$ cat src/common/video_pkg.sv
package video_pkg;

  ////////////////////////////////////////
  // Pixel timing
  ////////////////////////////////////////

  // Shrunk raster so simulation covers several frames quickly
  localparam int h_visible    = 32;
  localparam int h_total      = 40;
  localparam int h_sync_first = 34;
  localparam int h_sync_last  = 37;

  localparam int v_visible    = 24;
  localparam int v_total      = 28;
  localparam int v_sync_first = 25;
  localparam int v_sync_last  = 26;

  localparam int coord_w = 6;
  localparam int rgb_w   = 12;

  typedef logic [coord_w-1:0] coord_t;
  typedef logic [rgb_w-1:0]   rgb_t;

  // Video bus passed from stage to stage
  typedef struct packed {
    coord_t hcount;
    coord_t vcount;
    logic   hsync;
    logic   vsync;
    logic   hblnk;
    logic   vblnk;
    rgb_t   rgb;
  } vga_bus_t;

  ////////////////////////////////////////
  // APB
  ////////////////////////////////////////

  localparam int apb_addr_w = 8;
  localparam int apb_data_w = 32;
  localparam int frame_w    = 16;

  typedef struct packed {
    logic                  psel;
    logic                  penable;
    logic                  pwrite;
    logic [apb_addr_w-1:0] paddr;
    logic [apb_data_w-1:0] pwdata;
  } apb_req_t;

  typedef struct packed {
    logic [apb_data_w-1:0] prdata;
    logic                  pslverr;
  } apb_rsp_t;

  // Register map, byte addresses
  localparam logic [apb_addr_w-1:0] reg_ctrl       = 8'h00;
  localparam logic [apb_addr_w-1:0] reg_bg         = 8'h04;
  localparam logic [apb_addr_w-1:0] reg_block_pos  = 8'h08;
  localparam logic [apb_addr_w-1:0] reg_block_col  = 8'h0C;
  localparam logic [apb_addr_w-1:0] reg_sprite_pos = 8'h10;
  localparam logic [apb_addr_w-1:0] reg_sprite_col = 8'h14;
  localparam logic [apb_addr_w-1:0] reg_frame      = 8'h18;

  // Field offsets inside a position register
  localparam int pos_x_lsb = 0;
  localparam int pos_y_lsb = 8;
  localparam int pos_w_lsb = 16;
  localparam int pos_h_lsb = 24;

  typedef struct packed {
    logic   en;
    coord_t x;
    coord_t y;
    coord_t w;
    coord_t h;
    rgb_t   col;
  } rect_cfg_t;

  typedef struct packed {
    rgb_t      bg;
    rect_cfg_t block;
    rect_cfg_t sprite;
  } display_cfg_t;

endpackage

$ cat src/video_timing.sv
module video_timing (
  input  logic               clk,
  input  logic               reset,
  output video_pkg::vga_bus_t bus,
  output logic               frame_start
);

  localparam video_pkg::coord_t h_last =
    video_pkg::coord_t'(video_pkg::h_total - 1);
  localparam video_pkg::coord_t v_last =
    video_pkg::coord_t'(video_pkg::v_total - 1);

  video_pkg::coord_t hcount;
  video_pkg::coord_t vcount;
  logic              line_end;

  assign line_end = (hcount == h_last);

  // Pixel counter runs along the line, line counter steps at wrap
  always_ff @(posedge clk) begin
    if (reset) begin
      hcount <= '0;
      vcount <= '0;
    end else if (line_end) begin
      hcount <= '0;
      if (vcount == v_last) begin
        vcount <= '0;
      end else begin
        vcount <= vcount + 1'b1;
      end
    end else begin
      hcount <= hcount + 1'b1;
    end
  end

  always_comb begin
    bus.hcount = hcount;
    bus.vcount = vcount;
    bus.hblnk  = (hcount >= video_pkg::coord_t'(video_pkg::h_visible));
    bus.vblnk  = (vcount >= video_pkg::coord_t'(video_pkg::v_visible));
    bus.hsync  = (hcount >= video_pkg::coord_t'(video_pkg::h_sync_first)) &&
                 (hcount <= video_pkg::coord_t'(video_pkg::h_sync_last));
    bus.vsync  = (vcount >= video_pkg::coord_t'(video_pkg::v_sync_first)) &&
                 (vcount <= video_pkg::coord_t'(video_pkg::v_sync_last));
    // Stages paint on a black canvas
    bus.rgb    = '0;
  end

  // First pixel of the frame
  assign frame_start = (hcount == '0) && (vcount == '0);

endmodule

$ cat src/draw_background.sv
module draw_background (
  input  logic                clk,
  input  logic                reset,
  input  video_pkg::rgb_t     bg,
  input  video_pkg::vga_bus_t bus_in,
  output video_pkg::vga_bus_t bus_out
);

  logic visible;

  assign visible = !bus_in.hblnk && !bus_in.vblnk;

  ////////////////////////////////////////
  // Pipeline register
  ////////////////////////////////////////

  always_ff @(posedge clk) begin
    if (reset) begin
      bus_out <= '0;
    end else begin
      bus_out <= bus_in;
      // Black outside the active area
      if (visible) begin
        bus_out.rgb <= bg;
      end else begin
        bus_out.rgb <= '0;
      end
    end
  end

endmodule

$ cat src/draw_rect.sv
module draw_rect (
  input  logic                 clk,
  input  logic                 reset,
  input  video_pkg::rect_cfg_t cfg,
  input  video_pkg::vga_bus_t  bus_in,
  output video_pkg::vga_bus_t  bus_out
);

  // One extra bit so x+w past the edge does not wrap
  logic [video_pkg::coord_w:0] h_ext;
  logic [video_pkg::coord_w:0] v_ext;
  logic [video_pkg::coord_w:0] x_end;
  logic [video_pkg::coord_w:0] y_end;
  logic                        in_x;
  logic                        in_y;
  logic                        visible;
  logic                        hit;

  assign h_ext = {1'b0, bus_in.hcount};
  assign v_ext = {1'b0, bus_in.vcount};
  assign x_end = {1'b0, cfg.x} + {1'b0, cfg.w};
  assign y_end = {1'b0, cfg.y} + {1'b0, cfg.h};

  // End bounds are exclusive, zero size paints nothing
  assign in_x = (h_ext >= {1'b0, cfg.x}) && (h_ext < x_end);
  assign in_y = (v_ext >= {1'b0, cfg.y}) && (v_ext < y_end);

  assign visible = !bus_in.hblnk && !bus_in.vblnk;
  assign hit     = cfg.en && visible && in_x && in_y;

  always_ff @(posedge clk) begin
    if (reset) begin
      bus_out <= '0;
    end else begin
      bus_out <= bus_in;
      if (hit) begin
        bus_out.rgb <= cfg.col;
      end
    end
  end

endmodule

$ cat src/regs/display_regs.sv
module display_regs (
  input  logic                    clk,
  input  logic                    reset,
  input  video_pkg::apb_req_t     apb_req,
  output video_pkg::apb_rsp_t     apb_rsp,
  input  logic                    frame_start,
  output video_pkg::display_cfg_t cfg
);

  video_pkg::display_cfg_t               live;
  video_pkg::display_cfg_t               shadow;
  logic [video_pkg::frame_w-1:0]         frame_cnt;
  logic [video_pkg::apb_data_w-1:0]      rd_data;
  logic [video_pkg::apb_data_w-1:0]      wd;
  logic                                  access;
  logic                                  mapped;
  logic                                  frame_wr;
  logic                                  wr_en;

  // Packs rectangle geometry into the register layout
  function automatic logic [video_pkg::apb_data_w-1:0] pos_word(
    input video_pkg::rect_cfg_t r
  );
    logic [video_pkg::apb_data_w-1:0] w;
    w = '0;
    w[video_pkg::pos_x_lsb +: video_pkg::coord_w] = r.x;
    w[video_pkg::pos_y_lsb +: video_pkg::coord_w] = r.y;
    w[video_pkg::pos_w_lsb +: video_pkg::coord_w] = r.w;
    w[video_pkg::pos_h_lsb +: video_pkg::coord_w] = r.h;
    return w;
  endfunction

  ////////////////////////////////////////
  // Address decode and read mux
  ////////////////////////////////////////

  always_comb begin
    rd_data = '0;
    mapped  = 1'b1;
    case (apb_req.paddr)
      video_pkg::reg_ctrl:       rd_data[1:0] = {live.sprite.en, live.block.en};
      video_pkg::reg_bg:         rd_data[video_pkg::rgb_w-1:0] = live.bg;
      video_pkg::reg_block_pos:  rd_data = pos_word(live.block);
      video_pkg::reg_block_col:  rd_data[video_pkg::rgb_w-1:0] = live.block.col;
      video_pkg::reg_sprite_pos: rd_data = pos_word(live.sprite);
      video_pkg::reg_sprite_col: rd_data[video_pkg::rgb_w-1:0] = live.sprite.col;
      video_pkg::reg_frame:      rd_data[video_pkg::frame_w-1:0] = frame_cnt;
      default:                   mapped = 1'b0;
    endcase
  end

  // No wait states, every access cycle completes
  assign access   = apb_req.psel && apb_req.penable;
  assign frame_wr = apb_req.pwrite && (apb_req.paddr == video_pkg::reg_frame);
  assign wr_en    = access && apb_req.pwrite && mapped && !frame_wr;
  assign wd       = apb_req.pwdata;

  assign apb_rsp.prdata  = access ? rd_data : '0;
  assign apb_rsp.pslverr = access && (!mapped || frame_wr);

  ////////////////////////////////////////
  // Live, shadow and frame counter
  ////////////////////////////////////////

  always_ff @(posedge clk) begin
    if (reset) begin
      live      <= '0;
      shadow    <= '0;
      frame_cnt <= '0;
    end else begin
      if (wr_en) begin
        case (apb_req.paddr)
          video_pkg::reg_ctrl: begin
            live.block.en  <= wd[0];
            live.sprite.en <= wd[1];
          end
          video_pkg::reg_bg:         live.bg <= wd[video_pkg::rgb_w-1:0];
          video_pkg::reg_block_pos: begin
            live.block.x <= wd[video_pkg::pos_x_lsb +: video_pkg::coord_w];
            live.block.y <= wd[video_pkg::pos_y_lsb +: video_pkg::coord_w];
            live.block.w <= wd[video_pkg::pos_w_lsb +: video_pkg::coord_w];
            live.block.h <= wd[video_pkg::pos_h_lsb +: video_pkg::coord_w];
          end
          video_pkg::reg_block_col:  live.block.col <= wd[video_pkg::rgb_w-1:0];
          video_pkg::reg_sprite_pos: begin
            live.sprite.x <= wd[video_pkg::pos_x_lsb +: video_pkg::coord_w];
            live.sprite.y <= wd[video_pkg::pos_y_lsb +: video_pkg::coord_w];
            live.sprite.w <= wd[video_pkg::pos_w_lsb +: video_pkg::coord_w];
            live.sprite.h <= wd[video_pkg::pos_h_lsb +: video_pkg::coord_w];
          end
          video_pkg::reg_sprite_col: live.sprite.col <= wd[video_pkg::rgb_w-1:0];
          default: ;
        endcase
      end
      if (frame_start) begin
        shadow    <= live;
        frame_cnt <= frame_cnt + 1'b1;
      end
    end
  end

  // Live values pass straight through in the load cycle
  // so the background stage sees them for pixel (0,0)
  assign cfg = frame_start ? live : shadow;

endmodule

$ cat src/display_top.sv
module display_top (
  input  logic                clk,
  input  logic                reset,
  input  video_pkg::apb_req_t apb_req,
  output video_pkg::apb_rsp_t apb_rsp,
  output logic                hs,
  output logic                vs,
  output video_pkg::rgb_t     rgb
);

  video_pkg::vga_bus_t     timing_bus;
  video_pkg::vga_bus_t     bg_bus;
  video_pkg::vga_bus_t     block_bus;
  video_pkg::vga_bus_t     sprite_bus;
  video_pkg::display_cfg_t cfg;
  logic                    frame_start;

  video_timing u_timing (
    .clk         (clk),
    .reset       (reset),
    .bus         (timing_bus),
    .frame_start (frame_start)
  );

  display_regs u_regs (
    .clk         (clk),
    .reset       (reset),
    .apb_req     (apb_req),
    .apb_rsp     (apb_rsp),
    .frame_start (frame_start),
    .cfg         (cfg)
  );

  ////////////////////////////////////////
  // Drawing chain, back to front
  ////////////////////////////////////////

  draw_background u_background (
    .clk     (clk),
    .reset   (reset),
    .bg      (cfg.bg),
    .bus_in  (timing_bus),
    .bus_out (bg_bus)
  );

  draw_rect u_block (
    .clk     (clk),
    .reset   (reset),
    .cfg     (cfg.block),
    .bus_in  (bg_bus),
    .bus_out (block_bus)
  );

  // Sprite last so it wins over the block
  draw_rect u_sprite (
    .clk     (clk),
    .reset   (reset),
    .cfg     (cfg.sprite),
    .bus_in  (block_bus),
    .bus_out (sprite_bus)
  );

  assign hs  = sprite_bus.hsync;
  assign vs  = sprite_bus.vsync;
  assign rgb = sprite_bus.rgb;

endmodule

$ cat config.mk
export PLATFORM = sky130hd
export DESIGN_NAME = display_top
export DESIGN_NICKNAME = d
export VERILOG_FILES = /design/src/common/video_pkg.sv /design/src/video_timing.sv /design/src/draw_background.sv /design/src/draw_rect.sv /design/src/regs/display_regs.sv /design/src/display_top.sv
export SDC_FILE = /design/constraint.sdc
export NUM_CORES = 1
export LEC_CHECK = 0
export BUFFER_PORTS_ARGS = -buffer_cell sky130_fd_sc_hd__buf_2
export CAP_MARGIN = 15
export CORE_UTILIZATION = 40
export DETAILED_ROUTE_END_ITERATION = 6
export GPL_TIMING_DRIVEN = 0
export PLACE_DENSITY = 0.59
export SLEW_MARGIN = 20
export SYNTH_ARGS = -nofsm -noshare
export SYNTH_HDL_FRONTEND = slang
export SYNTH_HIERARCHICAL = 1
export SYNTH_SLANG_ARGS = --single-unit
$ cat constraint.sdc
create_clock -name clk -period 5 [get_ports clk]
set_input_delay 1 -clock clk [delete_from_list [all_inputs] [get_ports clk]]
set_output_delay 1 -clock clk [all_outputs]
set_load 0.01 [all_outputs]
# --- Word level (Yosys, flattened, before mapping) ---
# Index checks and enable logic that the tools add are counted.
totals:
  ff_bits: 270
  input_bits: 45
  elab_cells: 129
classes:
  add_sub_neg: 7
  order_cmp: 14
  n_eq_ne: 8
  n_mux: 10
  bitwise_logic: 1
  n_reduce_logical: 43
ops:
  columns: ["op", "n"]
  rows:
  - ["$mux W86", 1]
  - ["$pmux W10 S6", 1]
  - ["$mux W30", 1]
  - ["$add A6 B6 Y7", 4]
  - ["$lt A6 B7 Y1", 4]
  - ["$pmux W14 S2", 1]
  - ["$eq A8 B5 Y1 const B", 3]
  - ["$ge A6 B6 Y1", 4]
  - ["$mux W12", 2]
  - ["$logic_and A1 B1 Y1", 22]
  - ["$add A16 B1 Y16 const B", 1]
  - ["$eq A8 B4 Y1 const B", 2]
  - ["$pmux W2 S7", 1]
  - ["$add A6 B1 Y6 const B", 2]
  - ["$ge A6 B5 Y1 const B", 2]
  - ["$ge A6 B6 Y1 const B", 2]
  - ["$logic_not A6 Y1", 2]
  - ["$pmux W4 S3", 1]
  - ["$reduce_and A2 Y1", 6]
  - ["$eq A8 B3 Y1 const B", 1]
  - ["$logic_not A1 Y1", 8]
  - ["$logic_not A8 Y1", 1]
  - ["$reduce_or A7 Y1", 1]
  - ["$eq A6 B5 Y1 const B", 1]
  - ["8 further kinds", 9]

# --- Longest topological paths before layout ---
# Gate-level depths: netlist of run 1.
logic_depth:
  depth_word: 9
  mapped_depth: 20
  mapped_depth_nobuf: 17

# --- Cells and area by module ---
# The synthesis of run 1 kept the hierarchy.
by_module_without_submodules:
  columns: ["mod", "n_inst", "cells_each", "area_per_inst_um2", "seq_area_each_um2"]
  rows:
  - ["display_regs", 1, 863, 8192.9, 3763.6]
  - ["draw_rect", 2, 195, 1901.8, 560.5]
  - ["draw_background", 1, 61, 920.9, 560.5]
  - ["video_timing", 1, 95, 857.1, 240.2]

# --- Worst setup path before layout of run 1 ---
# Ideal clock, no wire load.
synth_path:
  kind: "register to register"
  from: "register u_timing.vcount[5]"
  to: "register u_sprite/bus_out[10] (netlist name)"
  setup_ns: 0.072
  arrival_time_ns: 4.719
  path_slack_ns: 0.210
  path_stages_with_launch: 18
  path_buffers: 3
  period_less_slack_ns: 4.790
  cell_sequence: "dfxtp_1 -> or4_1 -> nor4_1 -> clkbuf_1 -> clkbuf_1 -> mux2_2 -> ha_1 -> fa_1 -> a21o_1 -> a21oi_1 -> xor2_1 -> ha_1 -> a211o_1 -> a31oi_1 -> nor3_2 -> nor4_4 -> buf_6 -> mux2i_1"
synth_rtl:
  columns: ["element", "line", "rtl"]
  rows:
  - ["from (decl)", "video_timing.sv:14", "video_pkg::coord_t vcount;"]
  - ["from (signal assigned)", "video_timing.sv:29", "vcount <= vcount + 1'b1;"]

==> results of run 1 <==
[per-stage QoR]
step / TNS, ns / worst slack [ns] / cells
6_report: 0 / 0.221 / 1955
4_1_cts: 0 / 0.0145 / 1953
2_1_floorplan: 0 / 0.210 / 1370
5_1_grt: 0 / 0.00564 / 1955
3_3_place_gp: -31.96 / -1.61 / 1892
3_5_place_dp: -33.58 / -1.71 / 1893
[flip-flops by register name, indices dropped and copies added (netlist names)]
signal,cells
u_regs/live,86
u_regs/shadow,86
u_background/bus_out,28
u_block/bus_out,28
u_regs/frame_cnt,16
u_sprite/bus_out,14
u_timing/hcount,6
u_timing/vcount,6
[power groups by stage]
stage               clock network (W)  registers, W  logic (W)
floorplan                           0       0.00222   0.000209
global placement                    0       0.00223   0.000322
detailed placement                  0       0.00223   0.000325
CTS                           0.00215       0.00218   0.000348
global route                  0.00226       0.00218   0.000387
finish                        0.00210       0.00218   0.000365
[critical path, stage by stage, from the launching register on]
cell and delay, ns:
sky130_fd_sc_hd__dfxtp_1 0.34, sky130_fd_sc_hd__or4_4 0.55, sky130_fd_sc_hd__nor4_4 0.31, sky130_fd_sc_hd__buf_8 0.22
sky130_fd_sc_hd__buf_12 0.17, sky130_fd_sc_hd__mux2_2 0.37, sky130_fd_sc_hd__ha_1 0.24, sky130_fd_sc_hd__fa_2 0.35
sky130_fd_sc_hd__a21o_1 0.17, sky130_fd_sc_hd__a21oi_2 0.19, sky130_fd_sc_hd__xor2_1 0.19, sky130_fd_sc_hd__ha_1 0.27
sky130_fd_sc_hd__a211o_1 0.30, sky130_fd_sc_hd__a31oi_2 0.17, sky130_fd_sc_hd__nor3_2 0.10, sky130_fd_sc_hd__nor4_4 0.15
sky130_fd_sc_hd__buf_6 0.17, sky130_fd_sc_hd__buf_8 0.16, sky130_fd_sc_hd__mux2i_2 0.23
[worst min-delay path by stage]
| stage | start | to | slack (ns) | cells after the start |
|---|---|---|---|---|
| 6_report | u_block/bus_out[15]$_SDFF_PP0_ | u_sprite/bus_out[15]$_SDFF_PP0_ | 0.44 | 1 |
| 5_1_grt | u_block/bus_out[15]$_SDFF_PP0_ | u_sprite/bus_out[15]$_SDFF_PP0_ | 0.45 | 1 |
| 4_1_cts | u_block/bus_out[15]$_SDFF_PP0_ | u_sprite/bus_out[15]$_SDFF_PP0_ | 0.44 | 1 |
| 3_5_place_dp | u_background/bus_out[14]$_SDFF_PP0_ | u_block/bus_out[14]$_SDFF_PP0_ | 0.43 | 1 |
| 3_3_place_gp | u_background/bus_out[15]$_SDFF_PP0_ | u_block/bus_out[15]$_SDFF_PP0_ | 0.43 | 1 |
| 2_1_floorplan | u_background/bus_out[14]$_SDFF_PP0_ | u_block/bus_out[14]$_SDFF_PP0_ | 0.41 | 1 |
[metal layers]
| layer | GRT usage | wire length [µm] | up-vias |
|---|---|---|---|
| li1 | - | - | 4951 |
| met1 | 0.307 | 17500 | 4945 |
| met2 | 0.381 | 17900 | 248 |
| met4 | 0.0540 | 840 | 0 |
| met5 | 0 | 0 | - |
| met3 | 0.0324 | 1940 | 52 |
[repair_timing]
action                     in CTS  in global routing
cloned                          1                  0
resized for setup              23                 24
pin swaps                       3                  3
buffers inserted                5                  2
setup endpoints to repair      24                 24
[cell type report]
class                   instances  area [µm²]  share of cell area
multi-input cells             975        7410               0.480
flip-flops and latches        270        5410               0.350
clock inverters                11        73.8             0.00478
inverters                      41         154             0.00997
plain buffers                  84         499              0.0323
clock buffers                  43         871              0.0564
well taps                     442         553              0.0358
repair buffers                 89         469              0.0304
==> flow_summary.json, run 1 <==
{
  "leakage_nw": 5.99,
  "synthesis.area_per_instance_um2": 9.74,
  "io_buf_count": 80,
  "reg2reg_setup_slack_ns": 0.22,
  "clk_path_buf_depth": 3,
  "grt_pass1_vias": 9884,
  "setup-violations-final": 0,
  "stdcell_area_um2": 15400,
  "clkSinkCount": 270,
  "ant_nets": 0,
  "p_switching_w": 0.00113,
  "grt.total_usage": 0.228,
  "floorplan.die.height_um": 184,
  "worstRegToRegCells": 18,
  "clkSlewWorstSetupHoldPaths_ns": 0.06,
  "setup.worst_path.start": "u_timing/vcount[5]$_SDFFE_PP0N_",
  "drt_first_pass_iters": 5,
  "critPathRequiredTime_ns": 5.46,
  "status": "completed",
  "floorplan.initialDensity": 0.408,
  "drt_iter0_drc": 566,
  "tightestPinTransition_ns": 0.982,
  "postRouteWirelength_um": 38300,
  "cts_buffers": 30,
  "maxcap_violations": 0,
  "final_layout_size_suffix_gt1_frac": 0.247,
  "cp-start-kind": "register",
  "post-route-util": 0.473,
  "min_period_over_period": 0.956,
  "grt_max_degree": 15,
  "synthesis.instances": 1367,
  "num_vias": 10200,
  "place_area_um2": 14300,
  "number_of_placement_rows": 66,
  "power_per_cell_area_nw_per_um2": 301,
  "worstPathArrival_ns": 5.24,
  "design.portCount": 92,
  "cts_root_buf": "sky130_fd_sc_hd__clkbuf_16",
  "combPwrFrac": 0.079,
  "pwr-share-seq": 0.469,
  "clock_latency_ns": 0.55,
  "coreArea_um2": 32600,
  "place_congestion": 0.929,
  "synthesis.area_um2": 13300,
  "power.ir.vdd_worst_mv": 0.298,
  "totalPowerFinal_w": 0.00465,
  "internal_power_w": 0.00352,
  "hold_ws_ns": 0.438,
  "drc": 0,
  "crit_path_end": "u_sprite/bus_out[10]$_SDFF_PP0_",
  "critical_path.endpoint_type": "register",
  "rsz_0062_raised_after_global_routing": "no",
  "layout_min_cycle_time_ns": 4.78,
  "critical_path_peak_fanout": 10,
  "cts.hold.buffers_added": 0,
  "dieWidth_um": 184,
  "global_route_wire_length_before_repair_um": 58300,
  "fillCellCount": 3149,
  "route.detailed.wl_per_inst_um": 19.6,
  "clock_power_share": 0.453,
  "layout.cells.most_common": "sky130_fd_sc_hd__dfxtp_1",
  "share_of_total_power_consumed_by_net_switching": 0.243,
  "area_delta_synth_final_pct": 15.9,
  "clock_tree.htree_level_count": 1,
  "worstSetupPathType": "register to register",
  "layout_common_cells": "sky130_fd_sc_hd__dfxtp_1, sky130_fd_sc_hd__nand2_1, sky130_fd_sc_hd__nor2b_1, sky130_fd_sc_hd__mux2_2, sky130_fd_sc_hd__buf_2",
  "hold_viol_final": 0,
  "skew_ns": 0.0184,
  "max-slew-margin-rel": 0.340,
  "nNetsFinal": 1617,
  "avgViaCountPerCell": 5.22,
  "timing.hold.worst.class": "register to register",
  "regToRegEndpoint": "u_sprite/bus_out[10]$_SDFF_PP0_",
  "cts_tree": "yes",
  "crit-reg2reg-launch": "u_timing/vcount[5]$_SDFFE_PP0N_",
  "globalRouteOverflowTotal": 0,
  "dp_hpwl_um": 29500,
  "antenna_cells_inserted": 0,
  "max_freq_mhz": 209,
  "dieArea_um2": 34000,
  "timing.final.max_slew_violations": 0,
  "grt_antenna_before_repair": 2,
  "yosysWarnings": 6
}
Note: power is estimated with default switching activity, not from simulation.
==> run 2, diff against run 1 <==
--- a/config.mk
+++ b/config.mk
@@ -9,6 +9,7 @@
 export CAP_MARGIN = 15
 export CORE_UTILIZATION = 40
 export DETAILED_ROUTE_END_ITERATION = 6
+export GPL_ROUTABILITY_DRIVEN = 0
 export GPL_TIMING_DRIVEN = 0
 export PLACE_DENSITY = 0.59
 export SLEW_MARGIN = 20
==> constraint.sdc (replaced) <==
create_clock -name clk -period 3.9 [get_ports clk]
set_input_delay 0.78 -clock clk [delete_from_list [all_inputs] [get_ports clk]]
set_output_delay 0.78 -clock clk [all_outputs]
set_load 0.01 [all_outputs]
==> run 2 against run 1 <==
The flow now finishes with violations (setup timing). Count of clock-buffer cells in the layout grew 1. Clock power grew 34%. Power grew 33%. Largest power group is now the clock network.
==> flow_summary.json, run 2 (synthesis results as in run 1) <==
{
  "layout_setup_ws_ns": -0.608,
  "critical_path.endpoint_type": "register",
  "cp_slowest_stage_delay_ns": 0.54,
  "critPathSlowestCell": "sky130_fd_sc_hd__or4_4",
  "grt_antenna_before_repair": 0,
  "dp_hpwl_um": 28900,
  "antenna_cells_inserted": 0,
  "cts.hold.buffers_added": 0,
  "worstSetupPathType": "register to register",
  "maxcap_violations": 0,
  "cts_tree": "yes",
  "critPathBufInv": 6,
  "globalRouteOverflowTotal": 0,
  "violated_checks": "setup timing",
  "skew_ns": 0.0294,
  "dieWidth_um": 184,
  "worstPathArrival_ns": 4.96,
  "place_area_um2": 14400,
  "max-slew-margin-rel": 0.350,
  "global_route_wire_length_before_repair_um": 57800,
  "stdcell_area_um2": 16100,
  "fillCellCount": 3048,
  "route.detailed.wl_per_inst_um": 19.3,
  "min_period_over_period": 1.16,
  "tightestPinTransition_ns": 0.975,
  "power.ir.vdd_worst_mv": 0.339,
  "leakage_nw": 6.24,
  "floorplan.initialDensity": 0.408,
  "design.portCount": 92,
  "avgViaCountPerCell": 5.17,
  "final_layout_size_suffix_gt1_frac": 0.281,
  "dr_wl_met3_um": 2300,
  "layout_common_cells": "sky130_fd_sc_hd__dfxtp_1, sky130_fd_sc_hd__nand2_1, sky130_fd_sc_hd__nor2b_1, sky130_fd_sc_hd__buf_2, sky130_fd_sc_hd__mux2_2",
  "postRouteWirelength_um": 38300,
  "ant_nets": 0,
  "setup-violations-final": 24,
  "timing.hold.worst.class": "register to register",
  "cpLargestDelayFamily": "adder cells",
  "cts_buffers": 30,
  "io_buf_count": 80,
  "critPathRequiredTime_ns": 4.35,
  "num_vias": 10300,
  "top_regs": "u_regs/live: 86 flops, u_regs/shadow: 86 flops",
  "clkSinkCount": 270,
  "hold_viol_final": 0,
  "nNetsFinal": 1650,
  "drc": 0,
  "dieArea_um2": 34000,
  "area_delta_synth_final_pct": 20.6,
  "critical_path_peak_fanout": 6,
  "drt_iter0_drc": 714,
  "max_freq_mhz": 222,
  "layout.cells.most_common": "sky130_fd_sc_hd__dfxtp_1",
  "number_of_placement_rows": 66,
  "cell_by_cell_trace_of_the_critical_path": "or4_4, nor4_4, buf_8, clkbuf_16, buf_6, mux2_4, ha_4, fa_2, a21o_2, a21oi_2, xor2_1, ha_1, buf_4, o2111ai_4, a2111oi_4, nor4_4, buf_6, buf_12, mux2i_4",
  "cp-start-kind": "register",
  "clock_latency_ns": 0.57,
  "floorplan.die.height_um": 184,
  "timing.final.max_slew_violations": 0,
  "post-route-util": 0.492,
  "drt_first_pass_iters": 5,
  "coreArea_um2": 32600,
  "clock_tree.htree_level_count": 1,
  "topRoutingLayerUsed": "met4",
  "met2RoutedLength_um": 17300,
  "grt.total_usage": 0.226,
  "status": "finished, violations left",
  "grt_max_degree": 16,
  "power_per_cell_area_nw_per_um2": 384,
  "clk_path_buf_depth": 3,
  "cts_root_buf": "sky130_fd_sc_hd__clkbuf_16",
  "clkSlewWorstSetupHoldPaths_ns": 0.06,
  "layout_min_cycle_time_ns": 4.51,
  "wl_met1_um": 17600,
  "rsz_0062_raised_after_global_routing": "yes",
  "grt_pass1_vias": 9702
}
[run 2: changes by cell type in the layout (fill, tap and decap cells not counted), moves of 4 or more]
cell	before	now
sky130_fd_sc_hd__mux2_2	94	86
sky130_fd_sc_hd__a21oi_1	72	68
sky130_fd_sc_hd__dfxtp_1	269	264
sky130_fd_sc_hd__buf_4	16	44
sky130_fd_sc_hd__a21oi_2	23	27
sky130_fd_sc_hd__mux2_4	1	9
sky130_fd_sc_hd__ha_4	0	5
sky130_fd_sc_hd__mux2i_1	57	50
sky130_fd_sc_hd__mux2i_4	0	4
sky130_fd_sc_hd__ha_1	77	72
[run 2: metal layers]
layer  global-route usage  up-vias
li1                     -     5024
met1                0.316     4905
met2                0.363      285
met3               0.0281       66
met4               0.0673        0
met5                    0        -
[run 2: area by class of cell]
cell class / count / area, µm² / share of cell area
Timing Repair Buffer: 123 / 769 / 0.0479
Clock buffer: 44 / 873 / 0.0544
Multi-Input combinational cell: 975 / 7610 / 0.474
Inverter: 41 / 154 / 0.00958
Sequential cell: 270 / 5420 / 0.337
Clock inverter: 11 / 121 / 0.00756
Tap cell: 442 / 553 / 0.0344
Buffer: 83 / 558 / 0.0347
[run 2: path summary, 6_finish.rpt]
path	from	end	slack, ns	cells past startpoint
hold reg to reg	u_background/bus_out[14]$_SDFF_PP0_	u_block/bus_out[14]$_SDFF_PP0_	0.45	1
setup / recovery	u_timing/vcount[2]$_SDFFE_PP0N_	u_block/bus_out[1]$_SDFF_PP0_	-0.61	19
hold / removal	u_background/bus_out[14]$_SDFF_PP0_	u_block/bus_out[14]$_SDFF_PP0_	0.45	1
setup reg to reg	u_timing/vcount[2]$_SDFFE_PP0N_	u_block/bus_out[1]$_SDFF_PP0_	-0.61	19
[run 2: repair_timing]
item                                   in CTS  in global routing
setup endpoints to repair                  34                 37
buffers inserted                           25                 16
endpoints found under the hold margin       0                  0
gates cloned                                2                  0
pin swaps                                  15                 22
gates resized for setup                    45                 20
[run 2: through the flow]
stage / worst slack (ns) / power, W / instances / hold WS [ns] / TNS (ns)
after global placement: -1.05 / 0.00329 / 1892 / 0.425 / -24.22
after global routing: -0.812 / 0.00638 / 1989 / 0.460 / -18.07
after detailed placement: -1.10 / 0.00329 / 1892 / 0.426 / -25.02
after floorplan: -0.282 / 0.00314 / 1370 / 0.414 / -6.08
final: -0.608 / 0.00617 / 1989 / 0.449 / -12.58
after CTS: -0.787 / 0.00618 / 1974 / 0.456 / -17.34
[run 2: power by group]
part / leakage, nW / switching, W / internal [W] / total, W
sequential: 2.18 / 0.0000215 / 0.00277 / 0.00279
combinational: 3.57 / 0.000297 / 0.000259 / 0.000556
clock: 0.487 / 0.00114 / 0.00168 / 0.00282
total: 6.24 / 0.00146 / 0.00471 / 0.00617
